## src/include/wb_cfg.svh

```systemverilog
`ifndef WB_CFG_SVH
`define WB_CFG_SVH

// datapath and index widths
`define WB_XLEN        32
`define WB_REG_IDX_W   3
`define WB_SEG_W       16
`define WB_IE_TYPE_W   4

`define WB_INST_BYTES  4    // fall-through step of a fixed-length instruction

`define WB_CS_IDX      1    // segment loaded by far jump

// exception codes in the low bits of final_ie_type
`define WB_IE_UD       6

`endif
```

## src/hw/wb_pkg.sv

```systemverilog
`default_nettype none

`include "wb_cfg.svh"

package wb_pkg;

    typedef logic [`WB_XLEN-1:0]      word_t;
    typedef logic [`WB_XLEN-1:0]      addr_t;
    typedef logic [`WB_REG_IDX_W-1:0] reg_idx_t;
    typedef logic [`WB_SEG_W-1:0]     seg_val_t;
    typedef logic [`WB_IE_TYPE_W-1:0] ie_type_t;   // [3] interrupt, [2:0] code

    // codes 8..15 are undefined
    typedef enum logic [3:0] {
        OP_ADD    = 4'd0,
        OP_SUB    = 4'd1,
        OP_AND    = 4'd2,
        OP_XOR    = 4'd3,
        OP_MOVSEG = 4'd4,
        OP_STORE  = 4'd5,
        OP_JCC    = 4'd6,
        OP_JMPFAR = 4'd7
    } op_t;

    typedef enum logic [2:0] {
        FN_ADD    = 3'd0,
        FN_SUB    = 3'd1,
        FN_AND    = 3'd2,
        FN_XOR    = 3'd3,
        FN_PASS_B = 3'd4
    } alu_fn_t;

endpackage

`default_nettype wire

```

## src/hw/backend_top.sv

```systemverilog
`timescale 1ns/1ps
`default_nettype none

`include "wb_cfg.svh"

module backend_top (
    input  wire                   clk,
    input  wire                   rst_n,
    input  wire                   valid_in,
    input  wire wb_pkg::op_t      opcode,
    input  wire wb_pkg::addr_t    eip_in,
    input  wire wb_pkg::word_t    src_a,
    input  wire wb_pkg::word_t    src_b,
    input  wire wb_pkg::addr_t    imm,
    input  wire wb_pkg::reg_idx_t dest_idx,
    input  wire                   br_pred_taken,
    input  wire                   wbaq_full,
    input  wire                   interrupt_in,
    output logic                  valid_out,
    output logic                  stall,
    output wb_pkg::word_t         res,
    output wb_pkg::reg_idx_t      reg_addr,
    output logic                  reg_ld,
    output logic                  seg_ld,
    output logic                  mem_ld,
    output wb_pkg::addr_t         mem_addr,
    output wb_pkg::word_t         mem_data,
    output wb_pkg::addr_t         new_eip,
    output logic                  br_valid,
    output logic                  br_taken,
    output logic                  is_resteer,
    output logic                  final_ie_val,
    output wb_pkg::ie_type_t      final_ie_type
);

    // decode to execute
    logic             dc_valid;
    wb_pkg::alu_fn_t  dc_fn;
    logic             dc_wr_reg;
    logic             dc_wr_seg;
    logic             dc_wr_mem;
    logic             dc_is_br;
    logic             dc_is_far;
    logic             dc_ill;
    wb_pkg::addr_t    dc_eip;
    wb_pkg::word_t    dc_a;
    wb_pkg::word_t    dc_b;
    wb_pkg::addr_t    dc_imm;
    wb_pkg::reg_idx_t dc_dest;
    logic             dc_pred;

    // execute to writeback
    logic             ex_valid;
    wb_pkg::word_t    ex_res;
    wb_pkg::reg_idx_t ex_dest;
    logic             ex_wr_reg;
    logic             ex_wr_seg;
    logic             ex_wr_mem;
    wb_pkg::addr_t    ex_mem_addr;
    logic             ex_br;
    logic             ex_taken;
    logic             ex_pred;
    wb_pkg::addr_t    ex_next_eip;
    logic             ex_ill;

    uop_decode u_decode (
        .clk           (clk),
        .rst_n         (rst_n),
        .stall         (stall),
        .valid_in      (valid_in),
        .opcode        (opcode),
        .eip_in        (eip_in),
        .src_a         (src_a),
        .src_b         (src_b),
        .imm           (imm),
        .dest_idx      (dest_idx),
        .br_pred_taken (br_pred_taken),
        .dc_valid      (dc_valid),
        .dc_fn         (dc_fn),
        .dc_wr_reg     (dc_wr_reg),
        .dc_wr_seg     (dc_wr_seg),
        .dc_wr_mem     (dc_wr_mem),
        .dc_is_br      (dc_is_br),
        .dc_is_far     (dc_is_far),
        .dc_ill        (dc_ill),
        .dc_eip        (dc_eip),
        .dc_a          (dc_a),
        .dc_b          (dc_b),
        .dc_imm        (dc_imm),
        .dc_dest       (dc_dest),
        .dc_pred       (dc_pred)
    );

    exec_unit u_exec (
        .clk         (clk),
        .rst_n       (rst_n),
        .stall       (stall),
        .dc_valid    (dc_valid),
        .dc_fn       (dc_fn),
        .dc_wr_reg   (dc_wr_reg),
        .dc_wr_seg   (dc_wr_seg),
        .dc_wr_mem   (dc_wr_mem),
        .dc_is_br    (dc_is_br),
        .dc_is_far   (dc_is_far),
        .dc_ill      (dc_ill),
        .dc_eip      (dc_eip),
        .dc_a        (dc_a),
        .dc_b        (dc_b),
        .dc_imm      (dc_imm),
        .dc_dest     (dc_dest),
        .dc_pred     (dc_pred),
        .ex_valid    (ex_valid),
        .ex_res      (ex_res),
        .ex_dest     (ex_dest),
        .ex_wr_reg   (ex_wr_reg),
        .ex_wr_seg   (ex_wr_seg),
        .ex_wr_mem   (ex_wr_mem),
        .ex_mem_addr (ex_mem_addr),
        .ex_br       (ex_br),
        .ex_taken    (ex_taken),
        .ex_pred     (ex_pred),
        .ex_next_eip (ex_next_eip),
        .ex_ill      (ex_ill)
    );

    writeback_stage u_wb (
        .ex_valid      (ex_valid),
        .ex_res        (ex_res),
        .ex_dest       (ex_dest),
        .ex_wr_reg     (ex_wr_reg),
        .ex_wr_seg     (ex_wr_seg),
        .ex_wr_mem     (ex_wr_mem),
        .ex_mem_addr   (ex_mem_addr),
        .ex_br         (ex_br),
        .ex_taken      (ex_taken),
        .ex_pred       (ex_pred),
        .ex_next_eip   (ex_next_eip),
        .ex_ill        (ex_ill),
        .wbaq_full     (wbaq_full),
        .interrupt_in  (interrupt_in),
        .valid_out     (valid_out),
        .stall         (stall),
        .res           (res),
        .reg_addr      (reg_addr),
        .reg_ld        (reg_ld),
        .seg_ld        (seg_ld),
        .mem_ld        (mem_ld),
        .mem_addr      (mem_addr),
        .mem_data      (mem_data),
        .new_eip       (new_eip),
        .br_valid      (br_valid),
        .br_taken      (br_taken),
        .is_resteer    (is_resteer),
        .final_ie_val  (final_ie_val),
        .final_ie_type (final_ie_type)
    );

endmodule

`default_nettype wire

```

## src/hw/exec_unit.sv

```systemverilog
`timescale 1ns/1ps
`default_nettype none

`include "wb_cfg.svh"

module exec_unit (
    input  wire                   clk,
    input  wire                   rst_n,
    input  wire                   stall,
    input  wire                   dc_valid,
    input  wire wb_pkg::alu_fn_t  dc_fn,
    input  wire                   dc_wr_reg,
    input  wire                   dc_wr_seg,
    input  wire                   dc_wr_mem,
    input  wire                   dc_is_br,
    input  wire                   dc_is_far,
    input  wire                   dc_ill,
    input  wire wb_pkg::addr_t    dc_eip,
    input  wire wb_pkg::word_t    dc_a,
    input  wire wb_pkg::word_t    dc_b,
    input  wire wb_pkg::addr_t    dc_imm,
    input  wire wb_pkg::reg_idx_t dc_dest,
    input  wire                   dc_pred,
    output logic                  ex_valid,
    output wb_pkg::word_t         ex_res,
    output wb_pkg::reg_idx_t      ex_dest,
    output logic                  ex_wr_reg,
    output logic                  ex_wr_seg,
    output logic                  ex_wr_mem,
    output wb_pkg::addr_t         ex_mem_addr,
    output logic                  ex_br,
    output logic                  ex_taken,
    output logic                  ex_pred,
    output wb_pkg::addr_t         ex_next_eip,
    output logic                  ex_ill
);

    wb_pkg::word_t    alu_out;
    wb_pkg::seg_val_t seg_val;
    wb_pkg::word_t    result;
    wb_pkg::addr_t    br_target;
    wb_pkg::addr_t    next_eip;
    wb_pkg::reg_idx_t dest;
    logic             taken;

    always_comb begin
        case (dc_fn)
            wb_pkg::FN_ADD: alu_out = dc_a + dc_b;
            wb_pkg::FN_SUB: alu_out = dc_a - dc_b;
            wb_pkg::FN_AND: alu_out = dc_a & dc_b;
            wb_pkg::FN_XOR: alu_out = dc_a ^ dc_b;
            default:        alu_out = dc_b;          // pass b
        endcase
    end

    assign seg_val = dc_b[`WB_SEG_W-1:0];

    // store data is src_a, selector is zero-extended
    always_comb begin
        if (dc_wr_seg)
            result = {{(`WB_XLEN-`WB_SEG_W){1'b0}}, seg_val};
        else if (dc_wr_mem)
            result = dc_a;
        else
            result = alu_out;
    end

    assign taken     = dc_is_far || (dc_is_br && (alu_out == '0));
    assign br_target = dc_is_far ? dc_a : dc_imm;
    assign next_eip  = taken ? br_target : dc_eip + `WB_INST_BYTES;
    assign dest      = dc_is_far ? wb_pkg::reg_idx_t'(`WB_CS_IDX) : dc_dest;

    always_ff @(posedge clk or negedge rst_n) begin
        if (!rst_n) begin
            ex_valid  <= 1'b0;
            ex_wr_reg <= 1'b0;
            ex_wr_seg <= 1'b0;
            ex_wr_mem <= 1'b0;
            ex_br     <= 1'b0;
            ex_taken  <= 1'b0;
            ex_pred   <= 1'b0;
            ex_ill    <= 1'b0;
        end else if (!stall) begin
            ex_valid  <= dc_valid;
            ex_wr_reg <= dc_wr_reg;
            ex_wr_seg <= dc_wr_seg;
            ex_wr_mem <= dc_wr_mem;
            ex_br     <= dc_is_br;
            ex_taken  <= taken;
            ex_pred   <= dc_pred;
            ex_ill    <= dc_ill;
        end
    end

    always_ff @(posedge clk) begin
        if (!stall) begin
            ex_res      <= result;
            ex_dest     <= dest;
            ex_mem_addr <= dc_imm;      // store address
            ex_next_eip <= next_eip;
        end
    end

    // a blocked store must stay put until the queue drains
    a_hold_on_stall: assert property (@(posedge clk) disable iff (!rst_n)
        stall |=> $stable(ex_valid));

endmodule

`default_nettype wire

```

## src/hw/uop_decode.sv

```systemverilog
`timescale 1ns/1ps
`default_nettype none

`include "wb_cfg.svh"

module uop_decode (
    input  wire                   clk,
    input  wire                   rst_n,
    input  wire                   stall,
    input  wire                   valid_in,
    input  wire wb_pkg::op_t      opcode,
    input  wire wb_pkg::addr_t    eip_in,
    input  wire wb_pkg::word_t    src_a,
    input  wire wb_pkg::word_t    src_b,
    input  wire wb_pkg::addr_t    imm,
    input  wire wb_pkg::reg_idx_t dest_idx,
    input  wire                   br_pred_taken,
    output logic                  dc_valid,
    output wb_pkg::alu_fn_t       dc_fn,
    output logic                  dc_wr_reg,
    output logic                  dc_wr_seg,
    output logic                  dc_wr_mem,
    output logic                  dc_is_br,
    output logic                  dc_is_far,
    output logic                  dc_ill,
    output wb_pkg::addr_t         dc_eip,
    output wb_pkg::word_t         dc_a,
    output wb_pkg::word_t         dc_b,
    output wb_pkg::addr_t         dc_imm,
    output wb_pkg::reg_idx_t      dc_dest,
    output logic                  dc_pred
);

    wb_pkg::alu_fn_t fn;
    logic            wr_reg;
    logic            wr_seg;
    logic            wr_mem;
    logic            is_br;
    logic            is_far;
    logic            ill;

    always_comb begin
        fn     = wb_pkg::FN_ADD;
        wr_reg = 1'b0;
        wr_seg = 1'b0;
        wr_mem = 1'b0;
        is_br  = 1'b0;
        is_far = 1'b0;
        ill    = 1'b0;
        case (opcode)
            wb_pkg::OP_ADD:    wr_reg = 1'b1;
            wb_pkg::OP_SUB: begin
                fn     = wb_pkg::FN_SUB;
                wr_reg = 1'b1;
            end
            wb_pkg::OP_AND: begin
                fn     = wb_pkg::FN_AND;
                wr_reg = 1'b1;
            end
            wb_pkg::OP_XOR: begin
                fn     = wb_pkg::FN_XOR;
                wr_reg = 1'b1;
            end
            wb_pkg::OP_MOVSEG: begin
                fn     = wb_pkg::FN_PASS_B;
                wr_seg = 1'b1;
            end
            wb_pkg::OP_STORE:  wr_mem = 1'b1;
            wb_pkg::OP_JCC: begin
                fn    = wb_pkg::FN_SUB;   // zero difference means equal
                is_br = 1'b1;
            end
            wb_pkg::OP_JMPFAR: begin
                fn     = wb_pkg::FN_PASS_B;
                wr_seg = 1'b1;            // CS load
                is_br  = 1'b1;
                is_far = 1'b1;
            end
            default:           ill = 1'b1;
        endcase
    end

    always_ff @(posedge clk or negedge rst_n) begin
        if (!rst_n) begin
            dc_valid  <= 1'b0;
            dc_wr_reg <= 1'b0;
            dc_wr_seg <= 1'b0;
            dc_wr_mem <= 1'b0;
            dc_is_br  <= 1'b0;
            dc_is_far <= 1'b0;
            dc_ill    <= 1'b0;
            dc_pred   <= 1'b0;
        end else if (!stall) begin
            dc_valid  <= valid_in;
            dc_wr_reg <= wr_reg;
            dc_wr_seg <= wr_seg;
            dc_wr_mem <= wr_mem;
            dc_is_br  <= is_br;
            dc_is_far <= is_far;
            dc_ill    <= ill;
            dc_pred   <= br_pred_taken;
        end
    end

    always_ff @(posedge clk) begin
        if (!stall) begin
            dc_fn   <= fn;
            dc_eip  <= eip_in;
            dc_a    <= src_a;
            dc_b    <= src_b;
            dc_imm  <= imm;
            dc_dest <= dest_idx;
        end
    end

    a_one_dest_kind: assert property (@(posedge clk) disable iff (!rst_n)
        dc_valid |-> $onehot0({dc_wr_reg, dc_wr_seg, dc_wr_mem}));

endmodule

`default_nettype wire

```

## src/hw/writeback_stage.sv

```systemverilog
`timescale 1ns/1ps
`default_nettype none

`include "wb_cfg.svh"

module writeback_stage (
    input  wire                   ex_valid,
    input  wire wb_pkg::word_t    ex_res,
    input  wire wb_pkg::reg_idx_t ex_dest,
    input  wire                   ex_wr_reg,
    input  wire                   ex_wr_seg,
    input  wire                   ex_wr_mem,
    input  wire wb_pkg::addr_t    ex_mem_addr,
    input  wire                   ex_br,
    input  wire                   ex_taken,
    input  wire                   ex_pred,
    input  wire wb_pkg::addr_t    ex_next_eip,
    input  wire                   ex_ill,
    input  wire                   wbaq_full,
    input  wire                   interrupt_in,
    output logic                  valid_out,
    output logic                  stall,
    output wb_pkg::word_t         res,
    output wb_pkg::reg_idx_t      reg_addr,
    output logic                  reg_ld,
    output logic                  seg_ld,
    output logic                  mem_ld,
    output wb_pkg::addr_t         mem_addr,
    output wb_pkg::word_t         mem_data,
    output wb_pkg::addr_t         new_eip,
    output logic                  br_valid,
    output logic                  br_taken,
    output logic                  is_resteer,
    output logic                  final_ie_val,
    output wb_pkg::ie_type_t      final_ie_type
);

    logic store_pending;
    logic mispredict;
    logic exc_pending;

    // back-pressure from the address queue
    assign store_pending = ex_valid && ex_wr_mem;
    assign stall         = store_pending && wbaq_full;
    assign valid_out     = ex_valid && !stall;

    // strobes only fire for a retiring instruction
    assign reg_ld = valid_out && ex_wr_reg;
    assign seg_ld = valid_out && ex_wr_seg;
    assign mem_ld = valid_out && ex_wr_mem;

    assign res      = ex_res;
    assign reg_addr = ex_dest;       // shared by reg and seg writes
    assign mem_addr = ex_mem_addr;
    assign mem_data = ex_res;

    // branch outcome
    assign br_valid   = valid_out && ex_br;
    assign br_taken   = valid_out && ex_taken;
    assign mispredict = ex_taken != ex_pred;
    assign is_resteer = br_valid && mispredict;
    assign new_eip    = ex_next_eip;   // target or fall-through from execute

    // exception merge
    assign exc_pending  = valid_out && ex_ill;
    assign final_ie_val = exc_pending || interrupt_in;

    always_comb begin
        final_ie_type[3] = interrupt_in;
        if (exc_pending)
            final_ie_type[2:0] = 3'(`WB_IE_UD);
        else
            final_ie_type[2:0] = 3'd0;
    end

endmodule

`default_nettype wire

```

## config.mk

```make
export PLATFORM = sky130hd
export DESIGN_NAME = backend_top
export DESIGN_NICKNAME = d
export VERILOG_FILES = /design/src/hw/wb_pkg.sv /design/src/hw/backend_top.sv /design/src/hw/exec_unit.sv /design/src/hw/uop_decode.sv /design/src/hw/writeback_stage.sv
export VERILOG_INCLUDE_DIRS = /design/src /design/src/include
export SDC_FILE = /design/constraint.sdc
export NUM_CORES = 1
export LEC_CHECK = 0
export BUFFER_PORTS_ARGS = -buffer_cell sky130_fd_sc_hd__buf_2
export CORE_UTILIZATION = 35
export CTS_CLUSTER_DIAMETER = 150
export CTS_CLUSTER_SIZE = 12
export DETAILED_ROUTE_END_ITERATION = 10
export SYNTH_ARGS = -nofsm -noshare
export SYNTH_HDL_FRONTEND = slang
export SYNTH_SLANG_ARGS = --single-unit
```

## constraint.sdc

```tcl
create_clock -name clk -period 7.5 [get_ports clk]
set_clock_uncertainty 0.05 [all_clocks]
set_input_delay 1.125 -clock clk [delete_from_list [all_inputs] [get_ports clk]]
set_output_delay 1.125 -clock clk [all_outputs]
set_load 0.005 [all_outputs]
```

== Word level (Yosys, flattened, before mapping) ==
Index checks and enable logic that the tools add are counted.

* $add $sub $neg: 3
* Eq/ne operators: 11
* Muxes and demuxes: 13
* Bitwise gates (word level): 2
* Reductions and logical operators: 22

{| class="wikitable"
|+ Operator list
! cell !! count
|-
| $pmux 32 s4 || 1
|-
| $mux 32 || 3
|-
| $add 32x3->32 const B || 1
|-
| $add 32x32->32 || 1
|-
| $and 32x32->32 || 1
|-
| $logic_not 32->1 || 1
|-
| $sub 32x32->32 || 1
|-
| $xor 32x32->32 || 1
|-
| $eq 4x3->1 const B || 4
|-
| $mux 16 || 1
|-
| $pmux 3 s4 || 1
|-
| $logic_and 1x1->1 || 11
|-
| $eq 4x2->1 const B || 2
|-
| $reduce_or 8->1 || 1
|-
| $eq 3x2->1 const B || 2
|-
| $mux 1 || 6
|-
| $reduce_or 2->1 || 3
|-
| $eq 4x1->1 const B || 1
|-
| $logic_not 4->1 || 1
|-
| $reduce_or 4->1 || 1
|-
| $eq 3x1->1 const B || 1
|-
| $logic_not 3->1 || 1
|-
| $mux 3 || 1
|-
| $logic_or 1x1->1 || 2
|-
| other kinds (2) || 2
|}

* Flip-flop bits (word level): 249
* Bits of input ports: 141
* Output and inout bits: 144
* Logic and storage cells: 78

== Logic depth before layout (Yosys ltp) ==
* Depth after elaboration: 6
* Gate-level depth with buffers: 25

== Modules after synthesis ==
A second synthesis with hierarchy kept.

* Cell total of the unflattened synthesis: 1328
* Area, all modules: 14818.0 um2

{| class="wikitable"
|+ By module, submodules not included
! module !! instances !! cells each !! area an instance (um2)
|-
| exec_unit || 1 || 1014 || 9313.9
|-
| uop_decode || 1 || 166 || 4391.7
|-
| writeback_stage || 1 || 148 || 1112.3
|}

== Worst setup path before layout ==
OpenSTA, ideal clock, no wires.

* Path type: input-to-reg
* Start point: input port wbaq_full
* End point: register u_decode.dc_a[0] (enable)
* Library setup time: 0.688 ns
* Data arrival time: 7.835 ns
* Data required time: 6.762 ns
* Setup slack: -1.073 ns
* Cell stages on the path: 2
* Path buffers: 1
* Cells stage by stage: nand3_1 -> clkbuf_1

* Word-level cells in the longest chain between the ends: 1

{| class="wikitable"
|+ RTL lines
! element !! RTL line !! source
|-
| start, declared || backend_top.sv:17 || <nowiki>input wire wbaq_full,</nowiki>
|-
| $logic_and 1x1->1 || writeback_stage.sv:44 || <nowiki>assign stall = store_pending && wbaq_full;</nowiki>
|-
| end signal, assigned || uop_decode.sv:109 || <nowiki>dc_a <= src_a;</nowiki>
|-
| end, declared || uop_decode.sv:27 || <nowiki>output wb_pkg::word_t dc_a,</nowiki>
|}

No other way between the ends.
A chain may end at the register's enable or synchronous reset.

== Worst setup path in the final report ==
* Start point: register u_decode.dc_fn[1]
* End point: register u_exec.ex_next_eip[10], data pin

* Word-level cells in the longest chain between the ends: 6
* Elaborated cells on any way between the ends: 9

{| class="wikitable"
|+ RTL lines
! element !! RTL line !! source
|-
| start, declared || uop_decode.sv:19 || <nowiki>output wb_pkg::alu_fn_t dc_fn,</nowiki>
|-
| start signal, assigned || uop_decode.sv:107 || <nowiki>dc_fn <= fn;</nowiki>
|-
| $eq 3x2->1 (tied with other cells) || exec_unit.sv:47 || <nowiki>case (dc_fn)</nowiki>
|-
| $pmux 32 s4 (*) || exec_unit.sv:47 ||
|-
| $logic_not 32->1 (*) || exec_unit.sv:68 || <nowiki>assign taken = dc_is_far || (dc_is_br && (alu_out == '0));</nowiki>
|-
| $logic_and 1x1->1 (*) || exec_unit.sv:68 ||
|-
| $logic_or 1x1->1 (*) || exec_unit.sv:68 ||
|-
| $mux 32 (no line) (*) || n/a ||
|-
| named net u_exec.next_eip[10] || exec_unit.sv:42 || <nowiki>wb_pkg::addr_t next_eip;</nowiki>
|-
| end signal, assigned || exec_unit.sv:100 || <nowiki>ex_next_eip <= next_eip;</nowiki>
|-
| end, declared || exec_unit.sv:34 || <nowiki>output wb_pkg::addr_t ex_next_eip,</nowiki>
|}

The timed path passes the listed nets; every way through them passes the cells marked *.

==> reports/metrics.yaml <==
grt:
  antenna_found_initial: 1
  grt.overflow.total: 0
  grt_max_degree: 188
  grt_pass1_wl_mm: 72.4
  grt.total_usage: 0.226
  grt_pass1_vias: 11496
yosys:
  synth.area.top_cells: "edfxtp_1 (48%), ha_1 (5.5%), nand2_1 (3.7%)"
  async_flop_share: 0.0643
  yosys_warnings: 0
  synth_fp_nets: 1628
  synth_top_area_share: 0.477
  synth_ff_type: "edfxtp_1"
  synth_common_cells: "edfxtp_1 (233), nand2_1 (144), nor2_1 (112), a21oi_1 (79), ha_1 (65)"
  synth_area_um2: 14700
  ys_seq_area_frac: 0.504
  synth.avg_cell_area_um2: 10.3
  synth_cell_types: 77
  yosysTopAreaCell: "edfxtp_1"
  synth_edf_count: 233
  synth-seq-cells: 249
  synthCells: 1421
  yosysMostFrequentCell: "edfxtp_1"
hold_path:
  hp-start: "u_decode.dc_imm[23]"
  min_to: "u_exec.ex_mem_addr[23]"
  hp-class: "flip-flop to flip-flop"
  hold_depth: 0
finish:
  diodes: 0
  drive_above_1_share: 0.221
  fin_cells: 2176
  nNetsFinal: 1833
  syn2layout_area_growth_pct: 15.8
  final_core_util: 0.413
setup_path:
  crit_type: "flip-flop to flip-flop"
  reg2reg_depth: 16
  cp.required_ns: 7.84
  critPathCaptureType: "flip-flop"
  r2r-end: "u_exec.ex_next_eip[10]"
  worstPathArrival_ns: 6.62
  r2r-start: "u_decode.dc_fn[1]"
  regToRegSetupSlack_ns: 1.22
  path_max_fanout: 28
  start_kind: "flip-flop"
sta:
  worst_slack_ns: 1.22
  hold_viol: 0
  setup_viol: 0
  grt_setup_unrepaired: "no"
  setup_tns_ns: 0
  slew_violations: 0
  min_period_ns: 6.28
  finalCritPeriodShare: 0.837
  max_freq_ghz: 0.159
  tightest_slew_ns: 1.22
  slew_headroom: 0.183
clock_tree:
  cts_max_path_buffers: 3
  insertion_delay_ns: 0.58
  cts_tree: "built"
  htreeDepth: 1
  clk_transition_reported_paths_ns: 0.07
  clock_sinks: 249
  clock-root-buffer: "clkbuf_16"
  numCtsBuffers: 24
  cts_resized: 0
  post-cts-setup-buffer-count: 0
  cts_hold_buf: 0
run:
  drv_cap: 0
die:
  rows: 74
  start_util: 0.357
  die_area_um2: 42700
  die_y_um: 207
  io-pin-count: 285
  die_x_um: 207
  coreArea_um2: 41100
drt:
  drt_drc_violations_left: 0
  dr.first_iter.drc_count: 969
  firstDrtPassIters: 8
  wirelength_mm: 49.0
  routedWlPerCell_um: 22.5
  vias: 12282
  antenna_left: 0
  routed_via_density: 5.64
status:
  status: "completed"
power:
  power.leakage_nw: 6.99
  power_density_nw_per_um2: 236
  power_w: 0.00400
  vdd_ir_drop_max_mv: 0.197
place:
  place_congestion: 0.955
  portBuffers: 283
  dp_slack_ns: 1.32
  dp.cells: 2132
  dpl.hpwl_mm: 35.8
critical path, cell delays in order (launching register included):
cell and delay [ns]:
edfxtp_1 0.38, nor2_1 0.70, and2_1 0.62, a21oi_1 0.11
xnor2_1 0.17, ha_1 0.46, nand2_1 0.21, o21ai_1 0.48
nand2_1 0.19, nand2_1 0.10, mux2_1 0.36, a2111oi_2 0.54
nand4_1 0.13, or4_1 0.59, or3_1 0.40, buf_4 0.24
a211oi_1 0.31
cell type report:
cell class	count	area [um^2]
Sequential cell	249	7400
Multi-Input combinational cell	1003	6480
Tap cell	532	666
Clock inverter	2	35.0
Timing Repair Buffer	302	1570
Inverter	46	173
Clock buffer	42	668
Fill cell	4079	24100
placed cells by master (no fill, tap or decap), types with 10 or more instances in the layout:
master,instances
a21oi_1,79
a211oi_1,44
edfxtp_1,233
mux2i_1,26
clkbuf_1,18
nor2_1,112
nand4_1,23
xnor2_1,32
nor2b_1,11
and2_1,18
inv_1,45
a22oi_1,10
mux2_2,15
buf_2,283
dfrtp_1,14
buf_4,18
xor2_1,35
ha_1,65
nand2b_1,10
clkbuf_16,24
o21ai_1,10
nand2_1,144
and3_1,16
or3_1,14
nor3_1,17
o31ai_1,12
o21ai_0,60
nand3_1,59
nor4_1,38
o22ai_1,35
layer usage:
layer	track usage	up-vias	wire length, um
met1	0.304	5935	20600
li1	-	5710	-
met5	0	-	11
met2	0.364	545	22900
met4	0.0628	2	1420
met3	0.0521	90	4080
report_power, final:
group	internal, W	leakage [nW]	switching [W]
clock network	0.000606	0.332	0.000545
logic	0.000423	3.98	0.000621
registers	0.00169	2.68	0.000118
total	0.00272	6.99	0.00128
cell families after synthesis:
logic type               count (synthesis)  synth area share
XOR/XNOR                                67            0.0400
AO/OA/AOI/OAI                          341             0.153
adder cells (fa/ha/maj)                 66            0.0568
multiplexers                            42            0.0300
flip-flops                             249             0.504
buffers and inverters                  169            0.0556
AND/OR/NAND/NOR                        486             0.160
other                                    1          0.000256
through the flow:
step	hold WS (ns)	instance area (um^2)
finish	0.395	17000
global route	0.415	17000
CTS	0.395	17000
detailed placement	0.391	16300
global placement	0.383	16300
floorplan	0.377	14700
worst max path at each step:
stage / end / from / cells past startpoint
floorplan: u_exec.ex_next_eip[22] / u_decode.dc_fn[0] / 22
global placement: u_exec.ex_next_eip[0] / u_decode.dc_fn[2] / 16
detailed placement: u_exec.ex_next_eip[10] / u_decode.dc_fn[2] / 16
CTS: u_exec.ex_next_eip[10] / u_decode.dc_fn[2] / 16
global route: u_exec.ex_next_eip[7] / u_decode.dc_b[7] / 19
finish: u_exec.ex_next_eip[10] / u_decode.dc_fn[1] / 16
Power figures use the tool's default switching activity.
